**config.mk**
```make
export PLATFORM = sky130hd
export DESIGN_NAME = accel_top
export DESIGN_NICKNAME = d
export VERILOG_FILES = /design/src/design/accel_pkg.sv /design/src/design/stream_pkg.sv /design/src/design/result_if.sv /design/src/design/accel_top.sv /design/src/design/agu.sv /design/src/design/block_core.sv /design/src/design/stream_ctrl.sv
export VERILOG_INCLUDE_DIRS = /design/src /design/src/design
export SDC_FILE = /design/constraint.sdc
export NUM_CORES = 1
export LEC_CHECK = 0
export BUFFER_PORTS_ARGS = -buffer_cell sky130_fd_sc_hd__buf_2
export CAP_MARGIN = 20
export CORE_MARGIN = 2
export CORE_UTILIZATION = 40
export DETAILED_ROUTE_END_ITERATION = 8
export HOLD_SLACK_MARGIN = 0.12
export PLACE_DENSITY_LB_ADDON = 0.25
export SLEW_MARGIN = 10
export SYNTH_ARGS = -nofsm -noshare
export SYNTH_HDL_FRONTEND = slang
export SYNTH_SLANG_ARGS = --single-unit
```
**constraint.sdc**
```tcl
create_clock -name clk -period 3.58 [get_ports clk]
set_input_delay 0.537 -clock clk [delete_from_list [all_inputs] [get_ports clk]]
set_output_delay 0.537 -clock clk [all_outputs]
set_load 0.01 [all_outputs]
```
**src/design/accel_config.svh**
```systemverilog
`ifndef ACCEL_CONFIG_SVH
`define ACCEL_CONFIG_SVH

// ========================================
// datapath sizing
// ========================================

// sample and result word width
`define ACCEL_DATA_W 16

// samples folded into one block
`define ACCEL_BLOCK_LEN 8

// ========================================
// output frame sizing
// ========================================

// result words per block, one frame
`define ACCEL_RESULT_WORDS 4
// bits to index one result word
`define ACCEL_IDX_W 2

`endif

```
**src/design/accel_pkg.sv**
```systemverilog
`include "accel_config.svh"

package accel_pkg;

    // ========================================
    // compute side types
    // ========================================

    // one input sample, unsigned
    typedef logic [`ACCEL_DATA_W-1:0] sample_t;

    // one result word, same width as a sample
    typedef logic [`ACCEL_DATA_W-1:0] result_t;

    // result words, listed in output order
    typedef enum logic [`ACCEL_IDX_W-1:0] {
        SEL_SUM,
        SEL_MIN,
        SEL_MAX,
        SEL_XOR
    } result_sel_e;

endpackage

```
**src/design/stream_pkg.sv**
```systemverilog
`include "accel_config.svh"

package stream_pkg;

    // ========================================
    // output stream types
    // ========================================

    // beat position inside a frame
    typedef logic [`ACCEL_IDX_W-1:0] beat_idx_t;

    // one registered output beat
    typedef struct packed {
        accel_pkg::result_t data;
        logic               last;
    } beat_t;

endpackage

```
**src/design/result_if.sv**
```systemverilog
`timescale 1ns/1ps

interface result_if;

    // core side: results frozen and readable
    logic                   done;
    // ctrl side: word currently read
    accel_pkg::result_sel_e rd_idx;
    // core side: held word at rd_idx, no register
    accel_pkg::result_t     rd_data;
    // ctrl side: one-cycle release pulse, frees the core
    logic                   rel;

    modport core_side (
        output done,
        output rd_data,
        input  rd_idx,
        input  rel
    );

    modport ctrl_side (
        input  done,
        input  rd_data,
        output rd_idx,
        output rel
    );

endinterface

```
**src/design/accel_top.sv**
```systemverilog
`timescale 1ns/1ps
`default_nettype none
`include "accel_config.svh"

module accel_top (
    input  logic                     clk,
    input  logic                     rst,
    // sample input stream
    input  logic                     in_valid,
    output logic                     in_ready,
    input  logic [`ACCEL_DATA_W-1:0] in_data,
    // result output stream
    output logic                     out_valid,
    input  logic                     out_ready,
    output logic [`ACCEL_DATA_W-1:0] out_data,
    output logic                     out_last
);

    // core to controller handoff
    result_if res ();

    block_core u_core (
        .clk      (clk),
        .rst      (rst),
        .in_valid (in_valid),
        .in_ready (in_ready),
        .in_data  (in_data),
        .res      (res)
    );

    // out_* map onto the controller's dst_*
    stream_ctrl u_ctrl (
        .clk       (clk),
        .rst       (rst),
        .res       (res),
        .dst_ready (out_ready),
        .dst_valid (out_valid),
        .dst_data  (out_data),
        .dst_last  (out_last)
    );

endmodule

`default_nettype wire

```
**src/design/agu.sv**
```systemverilog
`timescale 1ns/1ps
`default_nettype none

module agu #(
    parameter int W = 2
) (
    input  logic         clk,
    input  logic         rst,
    input  logic         en,
    input  logic         start,
    input  logic [W-1:0] ini,
    input  logic [W-1:0] fin,
    output logic [W-1:0] data,
    output logic         last
);

    // a count is in progress
    logic running;

    // ========================================
    // counter
    // ========================================

    always_ff @(posedge clk) begin
        if (rst) begin
            running <= 1'b0;
            data    <= '0;
        end else if (start) begin
            // load first value, count begins
            running <= 1'b1;
            data    <= ini;
        end else if (en && running) begin
            if (data == fin) begin
                // final step taken, stop here
                running <= 1'b0;
            end else begin
                data <= data + 1'b1;
            end
        end
    end

    // final step flag, only inside a count
    assign last = running && (data == fin);

    // owner must wait for the previous count to finish
    a_no_restart : assert property (
        @(posedge clk) disable iff (rst)
        start |-> !running
    ) else $error("agu start raised while a count is running");

endmodule

`default_nettype wire

```
**src/design/block_core.sv**
```systemverilog
`timescale 1ns/1ps
`default_nettype none
`include "accel_config.svh"

module block_core (
    input  logic               clk,
    input  logic               rst,
    input  logic               in_valid,
    output logic               in_ready,
    input  accel_pkg::sample_t in_data,
    result_if.core_side        res
);

    localparam int               CNT_W    = $clog2(`ACCEL_BLOCK_LEN);
    localparam logic [CNT_W-1:0] CNT_LAST = CNT_W'(`ACCEL_BLOCK_LEN - 1);

    // sample handshake
    logic             accept;
    // position of the next sample in the block
    logic [CNT_W-1:0] count;
    logic             first_smp;
    logic             final_smp;

    // accumulators, frozen while done is high
    accel_pkg::result_t sum_q;
    accel_pkg::result_t min_q;
    accel_pkg::result_t max_q;
    accel_pkg::result_t xor_q;

    assign accept    = in_valid && in_ready;
    assign first_smp = (count == '0);
    assign final_smp = (count == CNT_LAST);

    // ========================================
    // block control
    // ========================================

    always_ff @(posedge clk) begin
        if (rst) begin
            count    <= '0;
            in_ready <= 1'b0;
            res.done <= 1'b0;
        end else if (accept && final_smp) begin
            // block complete, hold results
            count    <= '0;
            in_ready <= 1'b0;
            res.done <= 1'b1;
        end else if (res.rel) begin
            // frame sent, open for the next block
            count    <= '0;
            in_ready <= 1'b1;
            res.done <= 1'b0;
        end else begin
            if (accept) begin
                count <= count + 1'b1;
            end
            // first cycle out of reset
            if (!res.done) begin
                in_ready <= 1'b1;
            end
        end
    end

    // ========================================
    // statistics
    // ========================================

    always_ff @(posedge clk) begin
        if (accept) begin
            if (first_smp) begin
                // first sample seeds every accumulator
                sum_q <= in_data;
                min_q <= in_data;
                max_q <= in_data;
                xor_q <= in_data;
            end else begin
                // sum wraps at the word width
                sum_q <= sum_q + in_data;
                if (in_data < min_q) begin
                    min_q <= in_data;
                end
                if (in_data > max_q) begin
                    max_q <= in_data;
                end
                xor_q <= xor_q ^ in_data;
            end
        end
    end

    // read port, plain mux on the held words
    always_comb begin
        case (res.rd_idx)
            accel_pkg::SEL_SUM: res.rd_data = sum_q;
            accel_pkg::SEL_MIN: res.rd_data = min_q;
            accel_pkg::SEL_MAX: res.rd_data = max_q;
            accel_pkg::SEL_XOR: res.rd_data = xor_q;
            default:            res.rd_data = sum_q;
        endcase
    end

    // controller only frees a block it was told about
    a_rel_when_done : assert property (
        @(posedge clk) disable iff (rst)
        res.rel |-> res.done
    ) else $error("release seen while done is low");

    // held results must not move under the reader
    a_no_take_when_done : assert property (
        @(posedge clk) disable iff (rst)
        res.done |-> !accept
    ) else $error("sample accepted while results are held");

endmodule

`default_nettype wire

```
**src/design/stream_ctrl.sv**
```systemverilog
`timescale 1ns/1ps
`default_nettype none
`include "accel_config.svh"

module stream_ctrl (
    input  logic               clk,
    input  logic               rst,
    result_if.ctrl_side        res,
    input  logic               dst_ready,
    output logic               dst_valid,
    output accel_pkg::result_t dst_data,
    output logic               dst_last
);

    // ========================================
    // done delay line
    // ========================================

    logic done_d1;
    logic done_d2;
    // block just finished, one cycle only
    logic done_rise;

    // always advances, no back-pressure here
    always_ff @(posedge clk) begin
        if (rst) begin
            done_d1 <= 1'b0;
            done_d2 <= 1'b0;
        end else begin
            done_d1 <= res.done;
            done_d2 <= done_d1;
        end
    end

    assign done_rise = done_d1 && !done_d2;

    // ========================================
    // frame start
    // ========================================

    // finished block not yet taken
    logic done_keep;
    // frame may begin this cycle
    logic stream_ok;
    // start pending, fires the agu
    logic start_keep;
    logic start;

    assign stream_ok = (done_rise || done_keep) && dst_ready;

    // remember the block until the sink is ready
    always_ff @(posedge clk) begin
        if (rst) begin
            done_keep <= 1'b0;
        end else if (stream_ok) begin
            done_keep <= 1'b0;
        end else if (done_rise) begin
            done_keep <= 1'b1;
        end
    end

    always_ff @(posedge clk) begin
        if (rst) begin
            start_keep <= 1'b0;
        end else if (dst_ready) begin
            start_keep <= stream_ok;
        end
    end

    assign start = dst_ready && start_keep;

    // ========================================
    // beat sequencing
    // ========================================

    stream_pkg::beat_idx_t beat_idx;
    // agu on its final step
    logic                  beat_last;
    // frame in progress
    logic                  active;

    // steps through the result words, stalls with the sink
    agu #(.W(`ACCEL_IDX_W)) u_agu (
        .clk   (clk),
        .rst   (rst),
        .en    (dst_ready),
        .start (start),
        .ini   (stream_pkg::beat_idx_t'(0)),
        .fin   (stream_pkg::beat_idx_t'(`ACCEL_RESULT_WORDS - 1)),
        .data  (beat_idx),
        .last  (beat_last)
    );

    always_ff @(posedge clk) begin
        if (rst) begin
            active <= 1'b0;
        end else if (start) begin
            active <= 1'b1;
        end else if (dst_ready && beat_last) begin
            active <= 1'b0;
        end
    end

    // beat position doubles as the result selector
    assign res.rd_idx = accel_pkg::result_sel_e'(beat_idx);

    // ========================================
    // output register and release
    // ========================================

    stream_pkg::beat_t beat_q;

    // everything holds while the sink stalls
    always_ff @(posedge clk) begin
        if (rst) begin
            dst_valid <= 1'b0;
            beat_q    <= '0;
        end else if (dst_ready) begin
            dst_valid   <= active;
            beat_q.data <= res.rd_data;
            beat_q.last <= active && beat_last;
        end
    end

    assign dst_data = beat_q.data;
    assign dst_last = beat_q.last;

    // pulse after the final beat leaves
    always_ff @(posedge clk) begin
        if (rst) begin
            res.rel <= 1'b0;
        end else begin
            res.rel <= dst_valid && dst_ready && dst_last;
        end
    end

    a_last_with_valid : assert property (
        @(posedge clk) disable iff (rst)
        dst_last |-> dst_valid
    ) else $error("dst_last high without dst_valid");

    // stalled beat stays put until taken
    a_hold_on_stall : assert property (
        @(posedge clk) disable iff (rst)
        (dst_valid && !dst_ready) |=> (dst_valid && $stable(dst_data) && $stable(dst_last))
    ) else $error("output beat changed while stalled");

endmodule

`default_nettype wire

```
==> results of run 1 <==
## logic make-up (layout without fill, tap and decap cells)
logic type | Yosys count | after routing | share of synthesized area, %
flip-flops | 96 | 96 | 46.9
XOR/XNOR | 24 | 24 | 3.85
buffers and inverters | 67 | 106 | 4.76
multiplexers | 18 | 18 | 3.30
adder cells (fa/ha/maj) | 54 | 54 | 12.5
AO/OA/AOI/OAI | 129 | 129 | 15.9
AND/OR/NAND/NOR | 149 | 149 | 12.8
## power breakdown
group / internal, mW / switching [mW] / total (mW)
clock: 0.529 / 0.419 / 0.948
combinational: 0.180 / 0.269 / 0.449
sequential: 1.27 / 0.0442 / 1.31
total: 1.98 / 0.732 / 2.71
## final timing paths
| kind | start | depth (start not counted) | end |
|---|---|---|---|
| max | u_core.sum_q[0]$_DFFE_PP_ | 9 | u_core.sum_q[14]$_DFFE_PP_ |
| min | u_ctrl.done_d1$_SDFF_PP0_ | 1 | u_ctrl.done_d2$_SDFF_PP0_ |
| max reg2reg | u_core.sum_q[0]$_DFFE_PP_ | 9 | u_core.sum_q[14]$_DFFE_PP_ |
| min reg2reg | u_ctrl.done_d1$_SDFF_PP0_ | 1 | u_ctrl.done_d2$_SDFF_PP0_ |
## critical path, delay by kind of cell, from the launching register on
kind                       cells  cell delay [ns]
AOI/OAI and AO/OA              3             0.90
adders and majority gates      2             0.42
DFF                            1             0.41
and+or+nand+nor                3             0.38
buffers and inverters          1             0.07
## routing by layer
| layer | up-vias | global-route usage, % | share of wire (%) |
|---|---|---|---|
| li1 | 2029 | - | - |
| met1 | 1972 | 25.8 | 48 |
| met5 | - | 0 | 0 |
| met2 | 109 | 27.2 | 44 |
| met4 | 0 | 8.36 | 2.8 |
| met3 | 28 | 3.10 | 4.7 |
## registers in the layout (all words and copies together) (netlist names), 2 cells and up
register	count
u_core.max_q	16
u_core.sum_q	16
u_core.min_q	16
u_core.xor_q	16
u_core.count	3
u_ctrl.u_agu.data	2
u_ctrl.dst_data	16
## area by class of cell
cell class	instances	share of cell area, %
Timing Repair Buffer	45	3.96
Multi-Input combinational cell	374	43.1
Clock buffer	11	4.31
Inverter	45	2.76
Sequential cell	96	41.8
Clock inverter	5	0.449
Tap cell	176	3.59
## through the flow
step | setup WS (ns) | hold slack (ns) | util, % | power (mW) | cell area, um2
2_1_floorplan | 0.579 | 0.435 | - | 1.63 | 5460
3_3_place_gp | 0.874 | 0.466 | 43.9 | 1.76 | 5840
6_report | 1.15 | 0.472 | 46.1 | 2.71 | 6130
3_5_place_dp | 0.847 | 0.464 | 43.9 | 1.78 | 5840
4_1_cts | 1.13 | 0.469 | 46.1 | 2.72 | 6130
5_1_grt | 1.00 | 0.474 | 46.1 | 2.83 | 6130
## cells in the final DEF, fill, tap and decap left out, drive strengths merged, types with 16 or more instances in the layout
cell / netlist / layout
xnor2: 19 / 19
a21oi: 33 / 33
inv: 45 / 46
o21ai: 37 / 37
mux2i: 18 / 18
edfxtp: 64 / 64
nand2: 54 / 54
nor2: 38 / 38
dfxtp: 32 / 32
buf: 3 / 45
ha: 53 / 53
a222oi: 16 / 16
==> results.env, run 1 <==
NUMBER_OF_ANTENNA_VIOLATIONS_AT_THE_FIRST_CHECK_IN_GLOBAL_ROUTING=0
DP.CELLS=736
CTS_RESIZED=0
FIRST_GLOBAL_VIAS=4029
SYNTH.CELL_AREA_UM2=5460
DRCVIOLATIONCOUNT=0
MAXCLOCKFREQUENCY_MHz=412
FP.DIEAREA_UM2=14600
TIMING.SETUP.CRITICAL_PATH_CLASS='flip-flop to flip-flop'
CRITICAL_PATH_ARRIVAL_NS=2.53
SYNTH.NET_COUNT=611
NUMBER_OF_VIAS_PER_CELL=5.50
SYNTH_MOST_COMMON_CELL='sky130_fd_sc_hd__edfxtp_1'
SYNTH-SEQ-CELLS=96
DESIGN.PORTCOUNT=39
FINAL-SEQ-AREA_UM2=2560
P_PER_AREA_nW_PER_UM2=442
NUMBER_OF_CELL_ROWS=42
CRITICAL-PATH-MAX-STAGE-DELAY_NS=0.48
OUTCOME='complete, no violations'
CTS_HTREE_LEVELS=3
FINALHOLDVIOLCOUNT=0
CELLLEAKAGEPOWER_nW=2.62
HPWL_UM=9290
COREAREA_UM2=13300
SEQ_AREA_FRAC_SYNTH_PCT=46.9
POSTCTSSETUPBUFFERS=0
SYNTHESIS.AREA_PER_INSTANCE_UM2=10.2
TIMING.SLEW.HEADROOM_PCT=43.0
ENDPOINT_KIND='flip-flop'
GRT_SETUP_UNREPAIRED='no'
GRT_UTIL_ALL_LAYERS_PCT=18.2
NUMBER_OF_ENABLE_FLIP_FLOP_CELLS_AFTER_SYNTHESIS=64
ASYNC_RESET_FF_SHARE_PCT=0
CTS.SINK_COUNT=96
DETAIL_ROUTE.ITER0.VIOLATIONS=344
PLACE_CONGESTION=0.885
WIRE_LENGTH_OF_THE_FIRST_GLOBAL_ROUTING_PASS_UM=20700
DRT-PASS1-ITER-COUNT=7
TIGHTEST_SLEW_NS=0.855
VDD.IR_DROP.WORST_V=0.000233
CHIPWIDTH_UM=121
CTS_INSERTED_BUFFERS=9
WORSTSETUPSTARTPOINTTYPE='flip-flop'
POSTCTSHOLDBUFS=0
POST_ROUTE_CELLS_DRIVE_ABOVE_1_SHARE_PCT=11.6
NUM_ANTENNA_CELLS=0
SETUP_VIOL=0
GRT.OVERFLOW.TOTAL=0
CRITICAL_PATH_CELL_BY_CELL='ha_1 -> inv_1 -> fa_1 -> nor2b_1 -> o21ai_0 -> a21boi_1 -> o311ai_2 -> and4_1 -> nor3_1'
FINALCRITICALPERIOD_NS=2.43
NETLIST.TOP_CELL.BY_AREA='sky130_fd_sc_hd__edfxtp_1'
MULTI_INPUT_COMB_AREA_UM2=2650
CRIT_PATH_MAX_FANOUT=6
WORST_PATH_MAX_DELAY_CELL='sky130_fd_sc_hd__o311ai_2'
START_UTIL_PCT=41.1
TIMING_MAX_TRANSITION_VIOLATIONS_FINAL=0
TYPE_OF_THE_WORST_MIN_DELAY_PATH='flip-flop to flip-flop'
LARGEST_NET_DEGREE_AT_THE_START_OF_GLOBAL_ROUTING=34
SYNTH.CELLS.MOST_FREQUENT='sky130_fd_sc_hd__edfxtp_1 (64), sky130_fd_sc_hd__nand2_1 (54), sky130_fd_sc_hd__ha_1 (53), sky130_fd_sc_hd__inv_1 (45), sky130_fd_sc_hd__nor2_1 (38)'
CTS.CLK_SLEW.WORST_PATHS_NS=0.07
NUM_VIAS=4138
CAP_VIOLATIONS=0
CTSROOTBUFFERMASTER='sky130_fd_sc_hd__clkbuf_16'
CTS_TREE='yes'
NUM-FILL-CELLS=1242
ANTENNA_VIOLATING_NETS_POST_ROUTE=0
REQUIRED_NS=3.68
POST_SYNTH_INST_COUNT=537
POST-ROUTE-PERIOD-UTIL_PCT=67.9
CTS.PATH.MAX_BUFFERS=2
CLOCK_INSERTION_DELAY_WORST_SKEW_NS=0.34
FINAL_STD_CELLS_W_O_FILL=752
DESIGN.FINAL.NETS=645
REG2REG_SETUP_SLACK_NS=1.15
CLOCK-SKEW-FINAL_NS=0.00382
NUMBER_OF_WARNING_MESSAGES_IN_THE_YOSYS_LOG=0
POST_SYNTH_MAIN_AREA_CONTRIBUTORS='sky130_fd_sc_hd__edfxtp_1 (35%), sky130_fd_sc_hd__ha_1 (12%), sky130_fd_sc_hd__dfxtp_1 (12%)'
WL_PER_CELL_UM=17.1
NUMPORTBUFFERS=38
FIN_TNS_SETUP_NS=0
DIE_H_UM=121
SYNTH.TOP_CELL.AREA_SHARE_PCT=35.2
SYNTHTOLAYOUTAREAGROWTH_PCT=12.2
SYNTHDISTINCTLIBCELLS=56
ROUTE.FINAL.WIRE_LENGTH_UM=12800
SYNTH_FLOP_CELL='sky130_fd_sc_hd__edfxtp_1'
Note: power is estimated with default switching activity, not from simulation.
==> run 2, diff against run 1 <==
- clock period: 3.58 -> 2.45 ns (I/O delays scaled with it)
==> run 2 against run 1 <==
  * Sequential share of layout area decreased by 1.0 points
  * Hold slack got worse by 0.15 ns
  * Power increased by 49%
  * First-iteration DRC count increased by 20%
  * Final cell count increased by 2.3%
  * Utilization increased by 1.1 points
  * Critical endpoint is now u_core.sum_q[15]$_DFFE_PP_
  * Highest routed layer unchanged
==> results.env, run 2 (synthesis gave the netlist of run 1 again) <==
FP.DIEAREA_UM2=14600
NUMPORTBUFFERS=38
POST_ROUTE_CELLS_DRIVE_ABOVE_1_SHARE_PCT=14.2
CTS.SINK_COUNT=96
FIN_TNS_SETUP_NS=0
TIMING.RR.END='u_core.sum_q[15]$_DFFE_PP_'
CP.DEPTH=7
FIRST_GLOBAL_VIAS=4039
TIMING_MAX_TRANSITION_VIOLATIONS_FINAL=0
SYNTHTOLAYOUTAREAGROWTH_PCT=15.0
DETAIL_ROUTE.ITER0.VIOLATIONS=414
CRITICAL_PATH_CELL_BY_CELL='ha_1 -> a211o_1 -> o21bai_1 -> a41o_1 -> a41oi_2 -> mux2i_1 -> xor2_1'
CAP_VIOLATIONS=0
NUM_VIAS=4206
TYPE_OF_THE_WORST_MIN_DELAY_PATH='primary input to flip-flop'
WORSTSETUPSTARTPOINTTYPE='flip-flop'
CELLLEAKAGEPOWER_nW=2.71
DP.CELLS=753
CTS.CLK_SLEW.WORST_PATHS_NS=0.07
CLOCK_INSERTION_DELAY_WORST_SKEW_NS=0.35
GRT_UTIL_ALL_LAYERS_PCT=18.6
FINAL_COMMON_CELL='sky130_fd_sc_hd__edfxtp_1'
NUM_ANTENNA_CELLS=0
VDD.IR_DROP.WORST_V=0.000293
CRIT-REG2REG-LAUNCH='u_core.sum_q[12]$_DFFE_PP_'
CTS_TREE='yes'
MIN_PATH_CELLS=1
START_UTIL_PCT=41.1
CTS.PATH.MAX_BUFFERS=2
MAXCLOCKFREQUENCY_MHz=444
HP-START='in_data[13]'
CTS_HTREE_LEVELS=3
GRT.OVERFLOW.TOTAL=0
GRT_SETUP_UNREPAIRED='no'
LARGEST_NET_DEGREE_AT_THE_START_OF_GLOBAL_ROUTING=36
TIMING.SLEW.HEADROOM_PCT=47.6
HPWL_UM=9390
DESIGN.PORTCOUNT=39
NUMBER_OF_CELL_ROWS=42
CRIT_PATH_MAX_FANOUT=3
CTS_INSERTED_BUFFERS=9
WORST_PATH_MAX_DELAY_CELL='sky130_fd_sc_hd__edfxtp_1'
WORST-R2R-CELL-COUNT=7
DRT-PASS1-ITER-COUNT=8
DESIGN.FINAL.NETS=662
OUTCOME='complete, no violations'
TIMING.SETUP.CRITICAL_PATH_CLASS='flip-flop to flip-flop'
DRCVIOLATIONCOUNT=0
WL_PER_CELL_UM=17.0
WORST_PATH_DOMINANT_CELL_FAMILY='compound AO/OA/AOI/OAI gates'
CRITICAL_PATH_ARRIVAL_NS=2.35
CRITICAL-PATH-MAX-STAGE-DELAY_NS=0.40
DIE_H_UM=121
CRITICAL_PATH_BUF_INV_COUNT=0
ROUTE.FINAL.WIRE_LENGTH_UM=13100
COREAREA_UM2=13300
FINALHOLDVIOLCOUNT=0
SETUP_VIOL=0
REQUIRED_NS=2.55
POSTCTSHOLDBUFS=0
NUMBER_OF_VIAS_PER_CELL=5.47
CTSROOTBUFFERMASTER='sky130_fd_sc_hd__clkbuf_16'
CLOCK-SKEW-FINAL_NS=0.00560
REG2REG_SETUP_SLACK_NS=0.20
ANTENNA_VIOLATING_NETS_POST_ROUTE=0
ENDPOINT_KIND='flip-flop'
WIRE_LENGTH_OF_THE_FIRST_GLOBAL_ROUTING_PASS_UM=21000
HOLD_PATH_END='u_core.max_q[13]$_DFFE_PP_'
MOST-COMMON-LAYOUT-CELLS='sky130_fd_sc_hd__edfxtp_1 (64), sky130_fd_sc_hd__nand2_1 (54), sky130_fd_sc_hd__ha_1 (53)'
FINALCRITICALPERIOD_NS=2.25
CHIPWIDTH_UM=121
P_PER_AREA_nW_PER_UM2=642
TIGHTEST_SLEW_NS=0.786
NUMBER_OF_ANTENNA_VIOLATIONS_AT_THE_FIRST_CHECK_IN_GLOBAL_ROUTING=0
PLACE_CONGESTION=0.920
FINAL_STD_CELLS_W_O_FILL=769
POST-ROUTE-PERIOD-UTIL_PCT=92.0
[run 2: cell types whose count changed in the layout (fill, tap and decap cells not counted), sizes merged]
| cell | change |
|---|---|
| clkinv | -2 |
| inv | -1 |
| buf | +17 |
| clkbuf | +3 |
[run 2: timing repair]
item / 4_1_cts / 5_1_grt
endpoints found under the setup margin: 0 / 3
buffers inserted: 0 / 0
gates resized for setup: 0 / 2
[run 2: report_power, final]
| group | leakage, nW | switching [mW] | total, mW | internal [mW] |
|---|---|---|---|---|
| Combinational | 1.69 | 0.415 | 0.701 | 0.286 |
| Clock | 0.154 | 0.597 | 1.43 | 0.831 |
| Sequential | 0.865 | 0.0554 | 1.91 | 1.85 |
[run 2: worst max path at each step]
| stage | from | to | slack, ns |
|---|---|---|---|
| floorplan | in_data[9] | u_core.min_q[0]$_DFFE_PP_ | 0.08 |
| global placement | in_data[0] | u_core.sum_q[14]$_DFFE_PP_ | 0.02 |
| finish | u_core.sum_q[12]$_DFFE_PP_ | u_core.sum_q[15]$_DFFE_PP_ | 0.20 |
| global route | u_core.sum_q[1]$_DFFE_PP_ | u_core.sum_q[11]$_DFFE_PP_ | 0.06 |
| detailed placement | in_data[0] | u_core.sum_q[14]$_DFFE_PP_ | -0.005 |
| CTS | u_core.sum_q[0]$_DFFE_PP_ | u_core.sum_q[14]$_DFFE_PP_ | 0.06 |
[run 2: layout make-up]
type | count | area, um2
fillers | 1223 | 7010
clock inverters | 2 | 10.0
well taps | 176 | 220
repair buffers | 62 | 370
multi-input cells | 374 | 2660
inverters | 45 | 169
clock buffers | 14 | 295
flip-flops and latches | 96 | 2560
[run 2: stage by stage]
step | cell area, um2 | power, mW | util [%] | hold slack (ns) | setup WS, ns
2_1_floorplan | 5470 | 2.39 | - | 0.435 | 0.0784
3_3_place_gp | 5970 | 2.61 | 44.9 | 0.465 | 0.0219
3_5_place_dp | 5970 | 2.63 | 44.9 | 0.466 | -0.00455
4_1_cts | 6270 | 4.06 | 47.2 | 0.317 | 0.0646
5_1_grt | 6280 | 4.21 | 47.3 | 0.328 | 0.0551
6_report | 6280 | 4.04 | 47.3 | 0.320 | 0.196
[run 2: routing by layer]
| layer | part of all wire (%) | track usage (%) | vias to the layer above | wire, um |
|---|---|---|---|---|
| li1 | - | - | 2061 | - |
| met1 | 48 | 25.4 | 2013 | 6240 |
| met2 | 45 | 29.2 | 112 | 5900 |
| met3 | 5.4 | 3.81 | 20 | 700 |
| met4 | 1.8 | 6.40 | 0 | 229 |
| met5 | 0 | 0 | - | 0 |
